## config.mk

```make
export PLATFORM = sky130hd
export DESIGN_NAME = cpu0_host
export DESIGN_NICKNAME = d
export VERILOG_FILES = /design/src/rtl/cpu0_host_pkg.sv /design/src/rtl/prog_data_lfsr.sv /design/src/rtl/cpu0_core.sv /design/src/rtl/pc_pattern_tamper.sv /design/src/rtl/cpu0_host.sv
export VERILOG_INCLUDE_DIRS = /design/src /design/src/rtl
export SDC_FILE = /design/constraint.sdc
export NUM_CORES = 1
export LEC_CHECK = 0
export BUFFER_PORTS_ARGS = -buffer_cell sky130_fd_sc_hd__buf_2
export CORE_MARGIN = 8
export CORE_UTILIZATION = 50
export CTS_BUF_LIST = sky130_fd_sc_hd__clkbuf_8
export CTS_CLUSTER_DIAMETER = 40
export DETAILED_ROUTE_END_ITERATION = 16
export PLACE_DENSITY_LB_ADDON = 0.2
export SYNTH_ARGS = -nofsm -noshare
export SYNTH_HDL_FRONTEND = slang
export SYNTH_SLANG_ARGS = --single-unit
```

## constraint.sdc

```tcl
create_clock -name clk -period 5.4 [get_ports clk]
set_clock_uncertainty 0.05 [all_clocks]
set_input_delay 0.27 -clock clk [delete_from_list [all_inputs] [get_ports clk]]
set_output_delay 0.27 -clock clk [all_outputs]
set_load 0.005 [all_outputs]
```

## src/rtl/cpu0_host_macros.svh

```systemverilog
// cpu0 host constants: LFSR seed, register view, tamper offset and trigger patterns
`ifndef CPU0_HOST_MACROS_SVH
`define CPU0_HOST_MACROS_SVH

// Program-data LFSR reset value
`define CPU0_LFSR_INIT 32'hABCD1000

// Register file size and the register shown on reg_data_o
`define CPU0_NUM_REGS 8
`define CPU0_OUT_REG 3'd0

// Added to the published address on a pattern match
`define CPU0_PC_OFFSET 13'd2

// Trigger patterns for prog_dat[13:10]
`define CPU0_TRIG_PAT_0 4'b1000
`define CPU0_TRIG_PAT_1 4'b1001
`define CPU0_TRIG_PAT_2 4'b1010
`define CPU0_TRIG_PAT_3 4'b1011
`define CPU0_TRIG_PAT_4 4'b0100
`define CPU0_TRIG_PAT_5 4'b0101
`define CPU0_TRIG_PAT_6 4'b0110
`define CPU0_TRIG_PAT_7 4'b0111
`define CPU0_TRIG_PAT_8 4'b1100
`define CPU0_TRIG_PAT_9 4'b0000

`endif

```

## src/rtl/cpu0_host_pkg.sv

```systemverilog
// cpu0 host types: data word, program address, register index and opcode set
package cpu0_host_pkg;

    // 16-bit data and instruction word
    typedef logic [15:0] word_t;

    // 13-bit program address
    typedef logic [12:0] pc_t;

    // Index into the eight-entry register file
    typedef logic [2:0] reg_idx_t;

    // Program-data word taken from the LFSR
    typedef logic [13:0] prog_dat_t;

    // Opcode field, instr[15:12]
    typedef enum logic [3:0] {
        OP_NOP = 4'd0,
        OP_ADD = 4'd1,
        OP_SUB = 4'd2,
        OP_LDI = 4'd3,  // Load zero-extended 8-bit immediate
        OP_JMP = 4'd4,
        OP_HLT = 4'd15
    } opcode_e;

endpackage

```

## src/rtl/prog_data_lfsr.sv

```systemverilog
// Program-data source: 32-bit Fibonacci LFSR stepped once per accepted instruction
`timescale 1ns/10ps
`include "cpu0_host_macros.svh"

module prog_data_lfsr
    import cpu0_host_pkg::*;
(
    input  logic      clk,
    input  logic      pon_rst_n_i,
    input  logic      step_i,
    output prog_dat_t prog_dat_o
);

    logic [31:0] lfsr_q;
    logic        feedback;

    // Taps 31, 21, 1, 0
    assign feedback = lfsr_q[31] ^ lfsr_q[21] ^ lfsr_q[1] ^ lfsr_q[0];

    always_ff @(posedge clk or negedge pon_rst_n_i) begin
        if (!pon_rst_n_i) begin
            lfsr_q <= `CPU0_LFSR_INIT;
        end else if (step_i) begin
            lfsr_q <= {lfsr_q[30:0], feedback};  // Shift left, new bit at 0
        end
    end

    assign prog_dat_o = lfsr_q[13:0];

endmodule

```

## src/rtl/cpu0_core.sv

```systemverilog
// cpu0 core: decodes and executes one instruction per strobe on registers, PC and halt
`timescale 1ns/10ps
`include "cpu0_host_macros.svh"

module cpu0_core
    import cpu0_host_pkg::*;
(
    input  logic  clk,
    input  logic  pon_rst_n_i,
    input  word_t instr_i,
    input  logic  instr_valid_i,
    output pc_t   pc_o,
    output word_t reg_data_o,
    output logic  halt_o
);

    word_t    regs [`CPU0_NUM_REGS];
    pc_t      pc_q;
    logic     halt_q;
    word_t    reg_view_q;

    opcode_e  opcode;
    reg_idx_t rd_idx;
    reg_idx_t ra_idx;
    reg_idx_t rb_idx;
    word_t    imm_word;
    pc_t      jmp_target;
    word_t    src_a;
    word_t    src_b;

    logic     exec;
    pc_t      pc_nxt;
    logic     halt_nxt;
    logic     rf_we;
    word_t    rf_wdata;

    // Instruction fields
    assign opcode     = opcode_e'(instr_i[15:12]);
    assign rd_idx     = instr_i[11:9];
    assign ra_idx     = instr_i[8:6];
    assign rb_idx     = instr_i[5:3];
    assign imm_word   = {8'h00, instr_i[7:0]};
    assign jmp_target = instr_i[12:0];

    assign src_a = regs[ra_idx];
    assign src_b = regs[rb_idx];

    // Nothing executes once halted
    assign exec = instr_valid_i && !halt_q;

    always_comb begin
        pc_nxt   = pc_q + 13'd1;
        halt_nxt = halt_q;
        rf_we    = 1'b0;
        rf_wdata = src_a + src_b;
        case (opcode)
            OP_NOP: begin
            end
            OP_ADD: begin
                rf_we = 1'b1;
            end
            OP_SUB: begin
                rf_we    = 1'b1;
                rf_wdata = src_a - src_b;
            end
            OP_LDI: begin
                rf_we    = 1'b1;
                rf_wdata = imm_word;
            end
            OP_JMP: begin
                pc_nxt = jmp_target;
            end
            OP_HLT: begin
                pc_nxt   = pc_q;  // PC holds on halt
                halt_nxt = 1'b1;
            end
            default: begin
            end  // Undefined opcodes only advance the PC
        endcase
    end

    always_ff @(posedge clk or negedge pon_rst_n_i) begin
        if (!pon_rst_n_i) begin
            pc_q   <= '0;
            halt_q <= 1'b0;
        end else if (exec) begin
            pc_q   <= pc_nxt;
            halt_q <= halt_nxt;
        end
    end

    always_ff @(posedge clk or negedge pon_rst_n_i) begin
        if (!pon_rst_n_i) begin
            for (int i = 0; i < `CPU0_NUM_REGS; i++) begin
                regs[i] <= '0;
            end
        end else if (exec && rf_we) begin
            regs[rd_idx] <= rf_wdata;
        end
    end

    // Register view lags the register file by one cycle
    always_ff @(posedge clk or negedge pon_rst_n_i) begin
        if (!pon_rst_n_i) begin
            reg_view_q <= '0;
        end else begin
            reg_view_q <= regs[`CPU0_OUT_REG];
        end
    end

    assign pc_o       = pc_q;
    assign reg_data_o = reg_view_q;
    assign halt_o     = halt_q;

endmodule

```

## src/rtl/pc_pattern_tamper.sv

```systemverilog
// Address tamper: offsets the published program address when program-data bits hit a pattern
`timescale 1ns/10ps
`include "cpu0_host_macros.svh"

module pc_pattern_tamper
    import cpu0_host_pkg::*;
(
    input  logic      clk,
    input  logic      pon_rst_n_i,
    input  prog_dat_t prog_dat_i,
    input  pc_t       pc_i,
    output pc_t       prog_adr_o
);

    localparam int NUM_PAT = 10;

    localparam logic [3:0] TRIG_PAT [NUM_PAT] = '{
        `CPU0_TRIG_PAT_0,
        `CPU0_TRIG_PAT_1,
        `CPU0_TRIG_PAT_2,
        `CPU0_TRIG_PAT_3,
        `CPU0_TRIG_PAT_4,
        `CPU0_TRIG_PAT_5,
        `CPU0_TRIG_PAT_6,
        `CPU0_TRIG_PAT_7,
        `CPU0_TRIG_PAT_8,
        `CPU0_TRIG_PAT_9
    };

    logic [3:0] sel_bits;
    logic       trig_hit;
    pc_t        adr_nxt;
    pc_t        adr_q;

    assign sel_bits = prog_dat_i[13:10];

    // Any of the ten patterns fires the trigger
    always_comb begin
        trig_hit = 1'b0;
        for (int p = 0; p < NUM_PAT; p++) begin
            if (sel_bits == TRIG_PAT[p]) begin
                trig_hit = 1'b1;
            end
        end
    end

    // Wraps modulo 2^13
    assign adr_nxt = trig_hit ? pc_i + `CPU0_PC_OFFSET : pc_i;

    always_ff @(posedge clk or negedge pon_rst_n_i) begin
        if (!pon_rst_n_i) begin
            adr_q <= '0;
        end else begin
            adr_q <= adr_nxt;
        end
    end

    assign prog_adr_o = adr_q;

endmodule

```

## src/rtl/cpu0_host.sv

```systemverilog
// cpu0 host top: joins the program-data LFSR, the core and the address tamper block
`timescale 1ns/10ps

module cpu0_host
    import cpu0_host_pkg::*;
(
    input  logic  clk,
    input  logic  pon_rst_n_i,
    input  word_t instr_i,
    input  logic  instr_valid_i,
    output pc_t   pc_o,
    output word_t reg_data_o,
    output logic  halt_o
);

    prog_dat_t prog_dat;  // LFSR low bits
    pc_t       pc;        // Core PC before tampering

    // Steps on every strobe, halted or not
    prog_data_lfsr u_lfsr (
        .clk         (clk),
        .pon_rst_n_i (pon_rst_n_i),
        .step_i      (instr_valid_i),
        .prog_dat_o  (prog_dat)
    );

    cpu0_core u_core (
        .clk           (clk),
        .pon_rst_n_i   (pon_rst_n_i),
        .instr_i       (instr_i),
        .instr_valid_i (instr_valid_i),
        .pc_o          (pc),
        .reg_data_o    (reg_data_o),
        .halt_o        (halt_o)
    );

    // Registered address goes straight out as pc_o
    pc_pattern_tamper u_tamper (
        .clk         (clk),
        .pon_rst_n_i (pon_rst_n_i),
        .prog_dat_i  (prog_dat),
        .pc_i        (pc),
        .prog_adr_o  (pc_o)
    );

endmodule

```

Word level (Yosys, flattened, before mapping)
Index checks and enable logic that the tools add are counted.
{ "classes": {"n_eq_ne": 14, "addsub": 4, "div": 0, "n_lt_le_gt_ge": 4, "bitwise": 7, "reduce_logical": 8, "n_mul": 0, "shift": 0, "muxes": 23} }
{ "op_table": {"columns": ["op", "count"], "rows": [
  ["128-bit bitwise mux", 1],
  ["16-bit binary-select mux with 3-bit select", 2],
  ["16-bit 2-to-1 mux", 5],
  ["16-bit demux with 3-bit select", 1],
  ["16-bit case mux with 2 select lines", 1],
  ["13-bit case mux with 2 select lines", 1],
  ["4-bit == test (second input constant)", 6],
  ["4-bit by 3-bit == test with 1-bit output (second input constant)", 5],
  ["16-bit adder", 1],
  ["16-bit subtractor", 1],
  ["13-bit by 1-bit adder with 13-bit output (second input constant)", 1],
  ["13-bit by 2-bit adder with 13-bit output (second input constant)", 1],
  ["13-bit 2-to-1 mux", 1],
  ["4-bit >= comparator (second input constant)", 3],
  ["3-bit NOT with 4-bit output", 3],
  ["1-bit 2-to-1 mux", 11],
  ["4-bit by 2-bit == test with 1-bit output (second input constant)", 2],
  ["4-bit by 1-bit == test with 1-bit output (second input constant)", 1],
  ["4-bit zero test", 1],
  ["4-bit by 1-bit < comparator with 1-bit output (second input constant)", 1],
  ["2-bit AND reduction", 2],
  ["1-bit logical AND", 3],
  ["3-bit OR reduction", 1],
  ["1-bit XOR", 3],
  ["other kinds (2)", 2]
]} }
{ "word_totals": {"wordCells": 73, "ff_bits": 203, "memories": 0, "latchBits": 0, "output_inout_bits": 30, "ram_bits": 0, "rom_bits": 0} }

Longest topological paths before layout
Gate-level depths: netlist of run 1.
{ "logic_depth": {"ltp_word": 12, "mapped_depth": 20, "ltp_nobuf": 17} }

Cells and area by module
A second synthesis of run 1 with hierarchy kept.
{ "hier_totals": {"cells_unflattened": 1045, "area_unflattened_um2": 11417.2} }
{ "modules_own_cells": {"columns": ["module", "area_each_um2", "seq_area_each_um2", "cells_each", "n_inst"], "rows": [
  ["cpu0_core", 9307.7, 3953.8, 906, 1],
  ["prog_data_lfsr", 1483.9, 814.5, 87, 1],
  ["pc_pattern_tamper", 625.6, 325.3, 52, 1]
]} }

Worst setup path after synthesis of run 1
Ideal clock, no wire load.
{ "synth_timing": {"path_type": "input port to flip-flop", "startpoint": "in instr_i[3]", "endpoint": "reg u_core.regs[31] (netlist bit)", "arrival_time_ns": 4.403, "path_slack_ns": 0.872, "path_stages": 19, "path_buffers": 5, "path_cell_list": "buf_6 buf_12 buf_6 buf_2 o21ba_2 nor4_1 nand2_1 o41a_1 nor2_1 xnor2_1 ha_1 and3_1 and3_1 and3_2 or4_4 a221o_1 and3_1 buf_6 o21ai_2"} }
{ "synth_between": {"elab_chain_cells": 7, "elab_cells_between_ends": 8} }
{ "synth_rtl": {"columns": ["element", "line_no", "text"], "rows": [
  ["start: declaration", "cpu0_host.sv:9", "input word_t instr_i,"],
  ["3-bit NOT with 4-bit output (not written as such) (*)", "cpu0_core.sv:46", "assign src_b = regs[rb_idx];"],
  ["16-bit binary-select mux with 3-bit select (*)", "cpu0_core.sv:46", null],
  ["16-bit 2-to-1 mux (not written as such) (*) (2 in series)", "cpu0_core.sv:46", null],
  ["16-bit adder or 16-bit subtractor (tied branches)", "cpu0_core.sv:55, cpu0_core.sv:64", null],
  ["16-bit case mux with 2 select lines (*)", "cpu0_core.sv:56", "case (opcode)"],
  ["128-bit bitwise mux (*)", "cpu0_core.sv:98", "regs[rd_idx] <= rf_wdata;"],
  ["end signal: indexed assignment", "cpu0_core.sv:98", null],
  ["end: declaration", "cpu0_core.sv:17", "word_t regs [`CPU0_NUM_REGS];"]
]} }
Mark *: on every way between the ends. The rest lies on a longest branch, timed or not. The select of a mux whose other input is x is not followed.
A chain may end at the register's enable or synchronous reset.

Final worst setup path of run 1
{ "layout_timing": {"startpoint": "reg u_core.regs[20] (netlist bit)", "endpoint": "reg u_core.regs[15] (netlist bit)"} }
{ "layout_between": {"elab_chain_cells": 6, "elab_cells_between_ends": 10} }
{ "layout_rtl": {"columns": ["element", "line_no"], "rows": [
  ["16-bit binary-select mux with 3-bit select, on equally long branches", "cpu0_core.sv:45, cpu0_core.sv:46"],
  ["16-bit 2-to-1 mux, on equally long branches (2 in series)", "cpu0_core.sv:45, cpu0_core.sv:46"],
  ["16-bit adder or 16-bit subtractor (tied branches)", "cpu0_core.sv:55, cpu0_core.sv:64"],
  ["16-bit case mux with 2 select lines (*)", "cpu0_core.sv:56"],
  ["128-bit bitwise mux (*)", "cpu0_core.sv:98"]
]} }
Marked as above.

==> qor.txt, run 1 <==
Status -> completed
Most common flop cell mapped by yosys -> dfrtp_1
Synth Warn # -> 0
Ys async rst share -> 100.0%
Count of final max-slew check failures -> 0
Grt ovf -> 0
Clock Pin Slew Worst Setup and Hold Paths -> 60 ps
Slew of the pin with the lowest slew margin -> 1219 ps
Final net count -> 1034
Yosys cell types -> 54
Post-Synth Simple-Gate Area -> 10.63%
Area contributors post-synth -> dfrtp_1, mux4_2, mux2_2
Mean post-synth cell area -> 11.37 um^2
RSZ-0062 raised after global routing -> no
Setup crit end kind -> flop
Final core occ -> 57.41%
Crit path launch type -> flop
Seq cells post-synth -> 203
RePlAce Congestion -> 0.8940
Post-Synth XOR/XNOR Area -> 3.439%
DR iter-0 viols -> 455
FILL cells -> 1801
Initial antenna violation count -> 0
Worst Hold Slack -> 41.81 ps
Max_slew headroom -> 18.52%
ANT cells -> 0
Setup WS pre-CTS -> 215.8 ps
FF-to-FF Start -> u_core.regs[20]
Sink Count -> 203
Synth-to-Final Area Change -> 12.82%
Hold Violations, Final -> 0
Synth Area in Compound Gates -> 11.63%
# rows -> 53
Worst-Skew Late Latency -> 520 ps
CTS H-tree lvls -> 2
Clock tree buffer depth -> 3
Cell count after synthesis -> 941
CP Class -> flop to flop
Clock root cell -> clkbuf_8
Post-CTS Repair Setup Buffers -> 0
Die area -> 0.02633 mm^2
Starting Density -> 50.89%
CTS Buf Count -> 38
Final WL -> 25540 um
PortBufs -> 48
Crit path launch -> u_core.regs[20]
Number of flops mapped to enable cells by yosys -> 0
DRC Markers -> 0
Cell Pwr Density -> 504.9 mW/mm^2
PostCTS Resize Cnt -> 0
Setup WS post-layout -> 535.5 ps
Sequential-to-total area share from yosys stat -> 47.61%
Max VDD drop -> 0.2013 mV
Die H -> 162.3 um
Mean routed wirelength per cell -> 19.75 um
DP Wirelength -> 16610 um
Leakage Power -> 5.541 nW
Layout cells sized above 1 -> 25.25%
Detailed-route via count -> 7581
Mapped Area -> 0.01070 mm^2
Synth Area in Adders -> 2.292%
Mux cell area share after synthesis -> 21.39%
Antenna Nets Post-Route -> 0
Worst Hold Class -> primary input to flop
First-pass GRT wire length -> 42120 um
Largest area contributor in the netlist -> dfrtp_1
Cts hold-fix bufs -> 2
Final setup fails -> 0
Number of max-cap violations -> 0
Num ports -> 49
Achievable clock frequency -> 0.2056 GHz
Vias/cell -> 5.863
First-pass iteration count of the detailed router -> 5
Setup TNS Final -> 0 ps
Part of the cycle the worst path needs -> 90.08%
CTS tree -> built
Number of global-route vias before repair -> 7823
Largest net degree at the start of global routing -> 113
CP arrival -> 5260 ps
Synthesized Nets -> 979
Worst hold path startpoint -> instr_i[1]
CORE AREA -> 0.02102 mm^2
Largest family of logic cells by synthesized area -> multiplexers
Post-synth top area share -> 44.91%
Worst-path fanout max -> 8
Die X -> 162.3 um
Critical path required time -> 5790 ps
Period minus WS final -> 4865 ps
Total GRT Usage -> 19.90%
[cells in the mapped netlist (3+ instances only)]
master    count
nand3_1      11
buf_2         3
ha_1         18
nand2_1     161
o21ai_1       3
and2_1        3
o21ai_0     106
dfstp_2      11
nor3_1        8
nand4_1       4
clkbuf_1     46
o31ai_1      26
o21ai_2       8
nor4b_1       3
buf_6         4
and3_1       12
mux4_1       14
nor2_1       37
nor4_1        4
nand2b_1      3
a31oi_1       7
xnor2_1      26
o21a_1        3
a21o_1        6
o22ai_1       5
nor2b_1       4
mux2i_1      17
buf_1         4
xor2_1       16
inv_1         7
a21oi_1      37
mux2_2       55
dfrtp_1     192
o21bai_1      3
or2_2         3
mux4_2       48
[state kept, by name, indices dropped and copies added, names as in the netlist]
name                 cells
u_core.regs            128
u_lfsr.lfsr_q           32
u_core.reg_data_o       16
u_core.pc_o             13
u_tamper.prog_adr_o     13
u_core.halt_o            1
[cell usage in the layout, fill, tap and decap left out, types with 3 or more instances in the layout]
cell type  Yosys  final
o31ai_1       26     26
ha_1          18     18
nand2_1      161    161
nor2b_1        4      4
nor4_1         4      4
and2_1         3      3
inv_1          7     16
a31oi_1        7      7
and3_1        12     12
mux4_1        14     14
bufinv_16      0      6
o22ai_1        5      5
buf_2          3     47
mux2i_1       17     17
mux4_2        48     48
xnor2_1       26     26
nor2_1        37     37
nor3_1         8      8
o21ai_2        8      8
o21ai_1        3      3
dfrtp_1      192    192
xor2_1        16     16
buf_4          0     23
clkbuf_8       2     44
o21ai_0      106    106
dfstp_2       11     11
nand2b_1       3      3
nand3_1       11     11
o21a_1         3      3
mux2_2        55     55
a21oi_1       37     37
o21bai_1       3      3
nand4_1        4      4
a21o_1         6      6
or2_2          3      3
[critical path, stage by stage (launching register included)]
cell	delay, ps
dfrtp_1	400
o311ai_0	420
o31ai_1	130
o21ba_2	240
nor4_1	380
nand2_1	150
o41a_1	470
nor2_1	140
xnor2_1	140
ha_1	300
and3_1	220
and3_1	180
and3_2	210
or4_4	520
a221o_1	320
and3_1	330
o21ai_2	180
[worst paths after layout]
kind	endpoint	slack, ps	depth (start not counted)
worst min register to register	u_core.reg_data_o[6]	380	0
worst max register to register	u_core.regs[15]	540	16
max in group asynchronous	u_core.regs[40]	3910	3
worst min-delay path	u_core.pc_o[1]	40	3
worst max-delay path	u_core.regs[15]	540	16
min in group asynchronous	u_core.regs[122]	320	2
[metal layers]
layer  wire length, um  global-route usage, %
met1             11220                  26.51
met2             12040                  31.87
met3              1451                  3.265
met4               825                  8.165
met5                 0                      0
[report_power, final]
group	internal (mW)	switching, mW	total [mW]
clock	1.01	0.636	1.65
sequential	1.85	0.262	2.11
combinational	0.935	1.40	2.33
total	3.80	2.30	6.09
[metrics by stage]
step	cell area, um^2	instances	total power [mW]
detailed placement	11210	1229	4.444
CTS	12070	1293	6.128
finish	12070	1293	6.094
global placement	11210	1229	4.413
floorplan	10700	941	3.769
global route	12070	1293	6.502
[cells by family (layout without fill, tap and decap cells)]
family	count (synthesis)	after routing
XOR/XNOR	42	42
AND/OR/NAND/NOR	261	261
flip-flops	203	203
multiplexers	136	136
adder cells (fa/ha/maj)	19	19
AO/OA/AOI/OAI	213	213
buffers and inverters	67	144
[area by class of cell]
| type | instances | area, um^2 | share of cell area (%) |
|---|---|---|---|
| multi-input combinational | 671 | 5289 | 43.82 |
| inverter | 7 | 26.28 | 0.2177 |
| tap | 275 | 344.1 | 2.851 |
| timing repair buffer | 75 | 481.7 | 3.991 |
| clock buffer | 43 | 591.8 | 4.904 |
| clock inverter | 19 | 242.7 | 2.011 |
| sequential | 203 | 5094 | 42.20 |
Note: power is estimated with default switching activity, not from simulation.
==> inputs of run 2 (changes only) <==
BUFFER_PORTS_ARGS = default   (was -buffer_cell sky130_fd_sc_hd__buf_2)
DONT_BUFFER_PORTS = 1   (was default)
==> qor.txt, run 2 (synthesis results as in run 1) <==
CTS H-tree lvls -> 2
PostCTS Resize Cnt -> 0
Critical path required time -> 5790 ps
Leakage Power -> 5.315 nW
First-pass GRT wire length -> 41460 um
Layout cells sized above 1 -> 20.14%
DRC Markers -> 0
Top cell by count, worst path -> nor3_1
Part of the cycle the worst path needs -> 91.51%
Worst-path fanout max -> 8
Setup WS pre-CTS -> 523.1 ps
Area of the multi-input gates -> 0.005289 mm^2
CTS Buf Count -> 38
Total GRT Usage -> 19.74%
Final setup fails -> 0
Num ports -> 49
Final core occ -> 56.08%
Worst-Skew Late Latency -> 530 ps
Reg area -> 0.005094 mm^2
Clock Pin Slew Worst Setup and Hold Paths -> 50 ps
Cell Pwr Density -> 492.3 mW/mm^2
CP arrival -> 5330 ps
Setup WS post-layout -> 458.4 ps
RePlAce Congestion -> 0.8938
Vias/cell -> 5.903
Sink Count -> 203
PortBufs -> 0
Initial antenna violation count -> 0
RSZ-0062 raised after global routing -> no
Grt ovf -> 0
Synth-to-Final Area Change -> 10.20%
Die H -> 162.3 um
Starting Density -> 50.89%
CORE AREA -> 0.02102 mm^2
Worst Hold Class -> primary input to flop
Hold Violations, Final -> 0
Final net count -> 985
Worst Hold Slack -> 46.92 ps
# rows -> 53
DR iter-0 viols -> 503
CP Buf/Inv Count -> 0
First-pass iteration count of the detailed router -> 5
DP Wirelength -> 15380 um
Crit path launch type -> flop
Number of global-route vias before repair -> 7584
Delay-heaviest family, CP -> simple AND/OR/NAND/NOR gates
Mean routed wirelength per cell -> 20.10 um
CP Cell Sequence -> o311ai_0 > o31ai_1 > o21ba_2 > nor4_1 > nand2_1 > nor3_1 > a21oi_1 > xor2_1 > ha_1 > a21o_1 > nor3_1 > o221ai_1 > and3_2 > or4_4 > a221o_1 > and3_1 > o21ai_2
Die area -> 0.02633 mm^2
Detailed-route via count -> 7367
Number of max-cap violations -> 0
Largest Register -> u_core.regs
Final WL -> 25080 um
Slowest cell on crit path -> or4_4
Most common cell after layout, fill and taps aside -> dfrtp_1
Count of final max-slew check failures -> 0
Period minus WS final -> 4942 ps
Max reg flops -> 128
CTS tree -> built
FILL cells -> 1783
Achievable clock frequency -> 0.2024 GHz
Die X -> 162.3 um
Max_slew headroom -> 21.50%
CP Class -> flop to flop
Clock root cell -> clkbuf_8
Clock tree buffer depth -> 3
Status -> completed
Commonest cells after routing, fill and taps aside -> dfrtp_1, nand2_1, o21ai_0
Slew of the pin with the lowest slew margin -> 1175 ps
Antenna Nets Post-Route -> 0
ANT cells -> 0
Setup crit end kind -> flop
Setup TNS Final -> 0 ps
Max VDD drop -> 0.1912 mV
CP peak stage delay -> 520 ps
Largest net degree at the start of global routing -> 204
run 2: cell types whose count changed in the layout (fill, tap and decap cells not counted), moves of 3 or more:
cell and delta:
buf_2 -47, buf_4 -12, bufinv_16 -3, clkinv_2 +3
dlygate4sd3_1 +11, inv_1 +5
run 2: layer usage:
| metal | GRT usage (%) | vias up | share of wire [%] |
|---|---|---|---|
| li1 | - | 3459 | - |
| met2 | 31.84 | 180 | 48 |
| met4 | 7.113 | 0 | 2.3 |
| met3 | 3.974 | 44 | 5.3 |
| met5 | 0 | - | 0 |
| met1 | 26.03 | 3684 | 44 |
run 2: final timing paths:
kind | startpoint | slack [ps] | cells after the start | end
max | u_core.regs[20] | 460 | 17 | u_core.regs[95]
min | instr_i[13] | 50 | 2 | u_core.halt_o
max reg2reg | u_core.regs[20] | 460 | 17 | u_core.regs[95]
min reg2reg | u_core.regs[125] | 370 | 0 | u_core.reg_data_o[13]
max in group asynchronous | pon_rst_n_i | 4010 | 2 | u_core.reg_data_o[4]
min in group asynchronous | pon_rst_n_i | 420 | 2 | u_core.regs[69]
run 2: stage by stage:
stage	power, mW	cell area, um^2	std cells
3_5_place_dp	4.248	10840	1167
5_1_grt	6.238	11790	1248
3_3_place_gp	4.220	10840	1167
2_1_floorplan	3.769	10700	941
6_report	5.804	11790	1248
4_1_cts	5.848	11790	1248
run 2: where the power goes:
part	switching (mW)	leakage (nW)	internal (mW)
clock	0.638	0.449	0.883
sequential	0.270	2.68	1.85
combinational	1.30	2.19	0.866
total	2.20	5.32	3.60
run 2: final cells by class:
| cell class | instances | area share [%] |
|---|---|---|
| Tap cell | 275 | 2.919 |
| Timing Repair Buffer | 26 | 2.208 |
| Clock inverter | 22 | 1.443 |
| Multi-Input combinational cell | 671 | 44.86 |
| Clock buffer | 44 | 5.137 |
| Inverter | 7 | 0.2229 |
| Sequential cell | 203 | 43.21 |
run 2: worst register-to-register path: stages, from the launching register on:
cell,delay (ps)
dfrtp_1,400
o311ai_0,450
o31ai_1,140
o21ba_2,240
nor4_1,370
nand2_1,170
nor3_1,210
a21oi_1,120
xor2_1,160
ha_1,360
a21o_1,220
nor3_1,180
o221ai_1,210
and3_2,240
or4_4,520
a221o_1,320
and3_1,330
o21ai_2,180
run 2: what timing repair did:
item,4_1_cts,5_1_grt
setup buffers,0,0
endpoints found under the hold margin,248,0
hold buffers,15,0
==> inputs of run 3 (changes only) <==
==> constraint.sdc (replaced) <==
create_clock -name clk -period 5.4 [get_ports clk]
set_clock_uncertainty 0.05 [all_clocks]
set_input_delay 0.54 -clock clk [delete_from_list [all_inputs] [get_ports clk]]
set_output_delay 0.54 -clock clk [all_outputs]
set_load 0.005 [all_outputs]
==> qor.txt, run 3 (synthesis results as in run 1) <==
CORE AREA -> 0.02102 mm^2
Max reg flops -> 128
Setup WS pre-CTS -> 378.6 ps
Clock Pin Slew Worst Setup and Hold Paths -> 60 ps
Largest Register -> u_core.regs
FF-to-FF End -> u_core.regs[31]
DRC Markers -> 0
Period minus WS final -> 4918 ps
Max VDD drop -> 0.2519 mV
DP Wirelength -> 15560 um
PostCTS Resize Cnt -> 0
Crit path launch type -> flop
Num ports -> 49
First-pass iteration count of the detailed router -> 4
CTS Buf Count -> 37
Slew of the pin with the lowest slew margin -> 1022 ps
Hold Violations, Final -> 0
Detailed-route via count -> 7226
Number of max-cap violations -> 0
ANT cells -> 0
Worst-path fanout max -> 8
Antenna Nets Post-Route -> 0
Area of the multi-input gates -> 0.005289 mm^2
Synth-to-Final Area Change -> 8.538%
Clock root cell -> clkbuf_8
Grt ovf -> 0
Status -> completed
CP arrival -> 5310 ps
Worst-Skew Late Latency -> 540 ps
RSZ-0062 raised after global routing -> no
Initial antenna violation count -> 0
FILL cells -> 1791
Total GRT Usage -> 19.55%
Die X -> 162.3 um
CTS tree -> built
Count of final max-slew check failures -> 0
CTS H-tree lvls -> 2
Largest net degree at the start of global routing -> 204
Clock tree buffer depth -> 3
Layout cells sized above 1 -> 20.71%
Achievable clock frequency -> 0.2033 GHz
FF-to-FF Start -> u_core.regs[20]
Critical path required time -> 5790 ps
Sink Count -> 203
Setup TNS Final -> 0 ps
CP Class -> flop to flop
First-pass GRT wire length -> 40920 um
# rows -> 53
Worst Hold Class -> primary input to asynchronous set/reset pin
PortBufs -> 0
Critical Path End -> u_core.regs[31]
Cell Pwr Density -> 497.0 mW/mm^2
Die H -> 162.3 um
RePlAce Congestion -> 0.8831
Part of the cycle the worst path needs -> 91.08%
Commonest cells after routing, fill and taps aside -> dfrtp_1, nand2_1, o21ai_0
Reg2Reg Setup Slack -> 480 ps
Final WL -> 24950 um
Setup crit end kind -> flop
Final net count -> 972
Number of global-route vias before repair -> 7271
Setup WS post-layout -> 481.9 ps
Crit path launch -> u_core.regs[20]
Starting Density -> 50.89%
Max_slew headroom -> 31.87%
R2r worst-path depth -> 16
Leakage Power -> 5.216 nW
Final setup fails -> 0
Reg area -> 0.005094 mm^2
Vias/cell -> 5.870
Most common cell after layout, fill and taps aside -> dfrtp_1
Die area -> 0.02633 mm^2
DR iter-0 viols -> 580
Mean routed wirelength per cell -> 20.27 um
run 3: cell types whose count changed in the layout (fill, tap and decap cells not counted):
cell           previous run  this run
inv_1                    21        15
dlygate4sd3_1            13         0
clkbuf_8                 44        40
buf_4                    11        13
clkinv_2                  4         6
buf_12                    1         0
clkinvlp_4                1         2
inv_6                     0         2
run 3: power by group:
| part | leakage [nW] | total (mW) | internal (mW) | switching, mW |
|---|---|---|---|---|
| clock | 0.405 | 1.47 | 0.829 | 0.640 |
| combinational | 2.13 | 2.17 | 0.875 | 1.30 |
| sequential | 2.68 | 2.13 | 1.85 | 0.275 |
run 3: critical path: stages, from the launching register on:
cell,delay (ps)
dfrtp_1,400
o311ai_0,450
o31ai_1,140
o21ba_2,240
nor4_1,390
nand2_1,170
o41a_1,470
nor2_1,140
xnor2_1,130
ha_1,290
and3_1,220
and3_1,180
and3_2,210
or4_4,520
a221o_1,320
and3_1,340
o21ai_2,180
run 3: worst min path at each step:
| stage | startpoint | to | cells after the start | slack [ps] |
|---|---|---|---|---|
| 3_5_place_dp | pon_rst_n_i | u_core.reg_data_o[10] | 0 | 210 |
| 5_1_grt | instr_valid_i | u_core.halt_o | 1 | 70 |
| 3_3_place_gp | pon_rst_n_i | u_core.reg_data_o[10] | 0 | 210 |
| 4_1_cts | instr_valid_i | u_core.halt_o | 1 | 60 |
| 2_1_floorplan | pon_rst_n_i | u_core.halt_o | 0 | 190 |
| 6_report | pon_rst_n_i | u_core.regs[27] | 1 | 20 |
run 3: per-layer routing:
layer  GRT usage [%]  up-vias  routed length [um]
li1                -     3430                   -
met1           25.76     3578               11010
met2           31.99      171               12130
met3           3.670       47                1271
met4           6.524        0                 538
met5               0        -                   0
run 3: layout make-up:
type                            count  area share, %
Multi-Input combinational cell    671          45.55
Sequential cell                   203          43.87
Clock buffer                       40          4.741
Tap cell                          275          2.963
Clock inverter                     21          1.573
Timing Repair Buffer               14          1.078
Inverter                            7         0.2263
run 3: repair_timing:
action	CTS	global route
buffers inserted	0	0
endpoints found under the hold margin	203	0
hold buffers	1	0
run 3: per-stage QoR:
| step | power [mW] | util, % | std cells | hold slack, ps | area [um^2] |
|---|---|---|---|---|---|
| 5_1_grt | 6.198 | 55.23 | 1231 | 73.35 | 11610 |
| 3_3_place_gp | 4.250 | 51.62 | 1169 | 209.6 | 10850 |
| 2_1_floorplan | 3.769 | - | 941 | 194.4 | 10700 |
| 3_5_place_dp | 4.278 | 51.62 | 1169 | 206.6 | 10850 |
| 6_report | 5.771 | 55.23 | 1231 | 19.29 | 11610 |
| 4_1_cts | 5.807 | 55.23 | 1231 | 62.29 | 11610 |
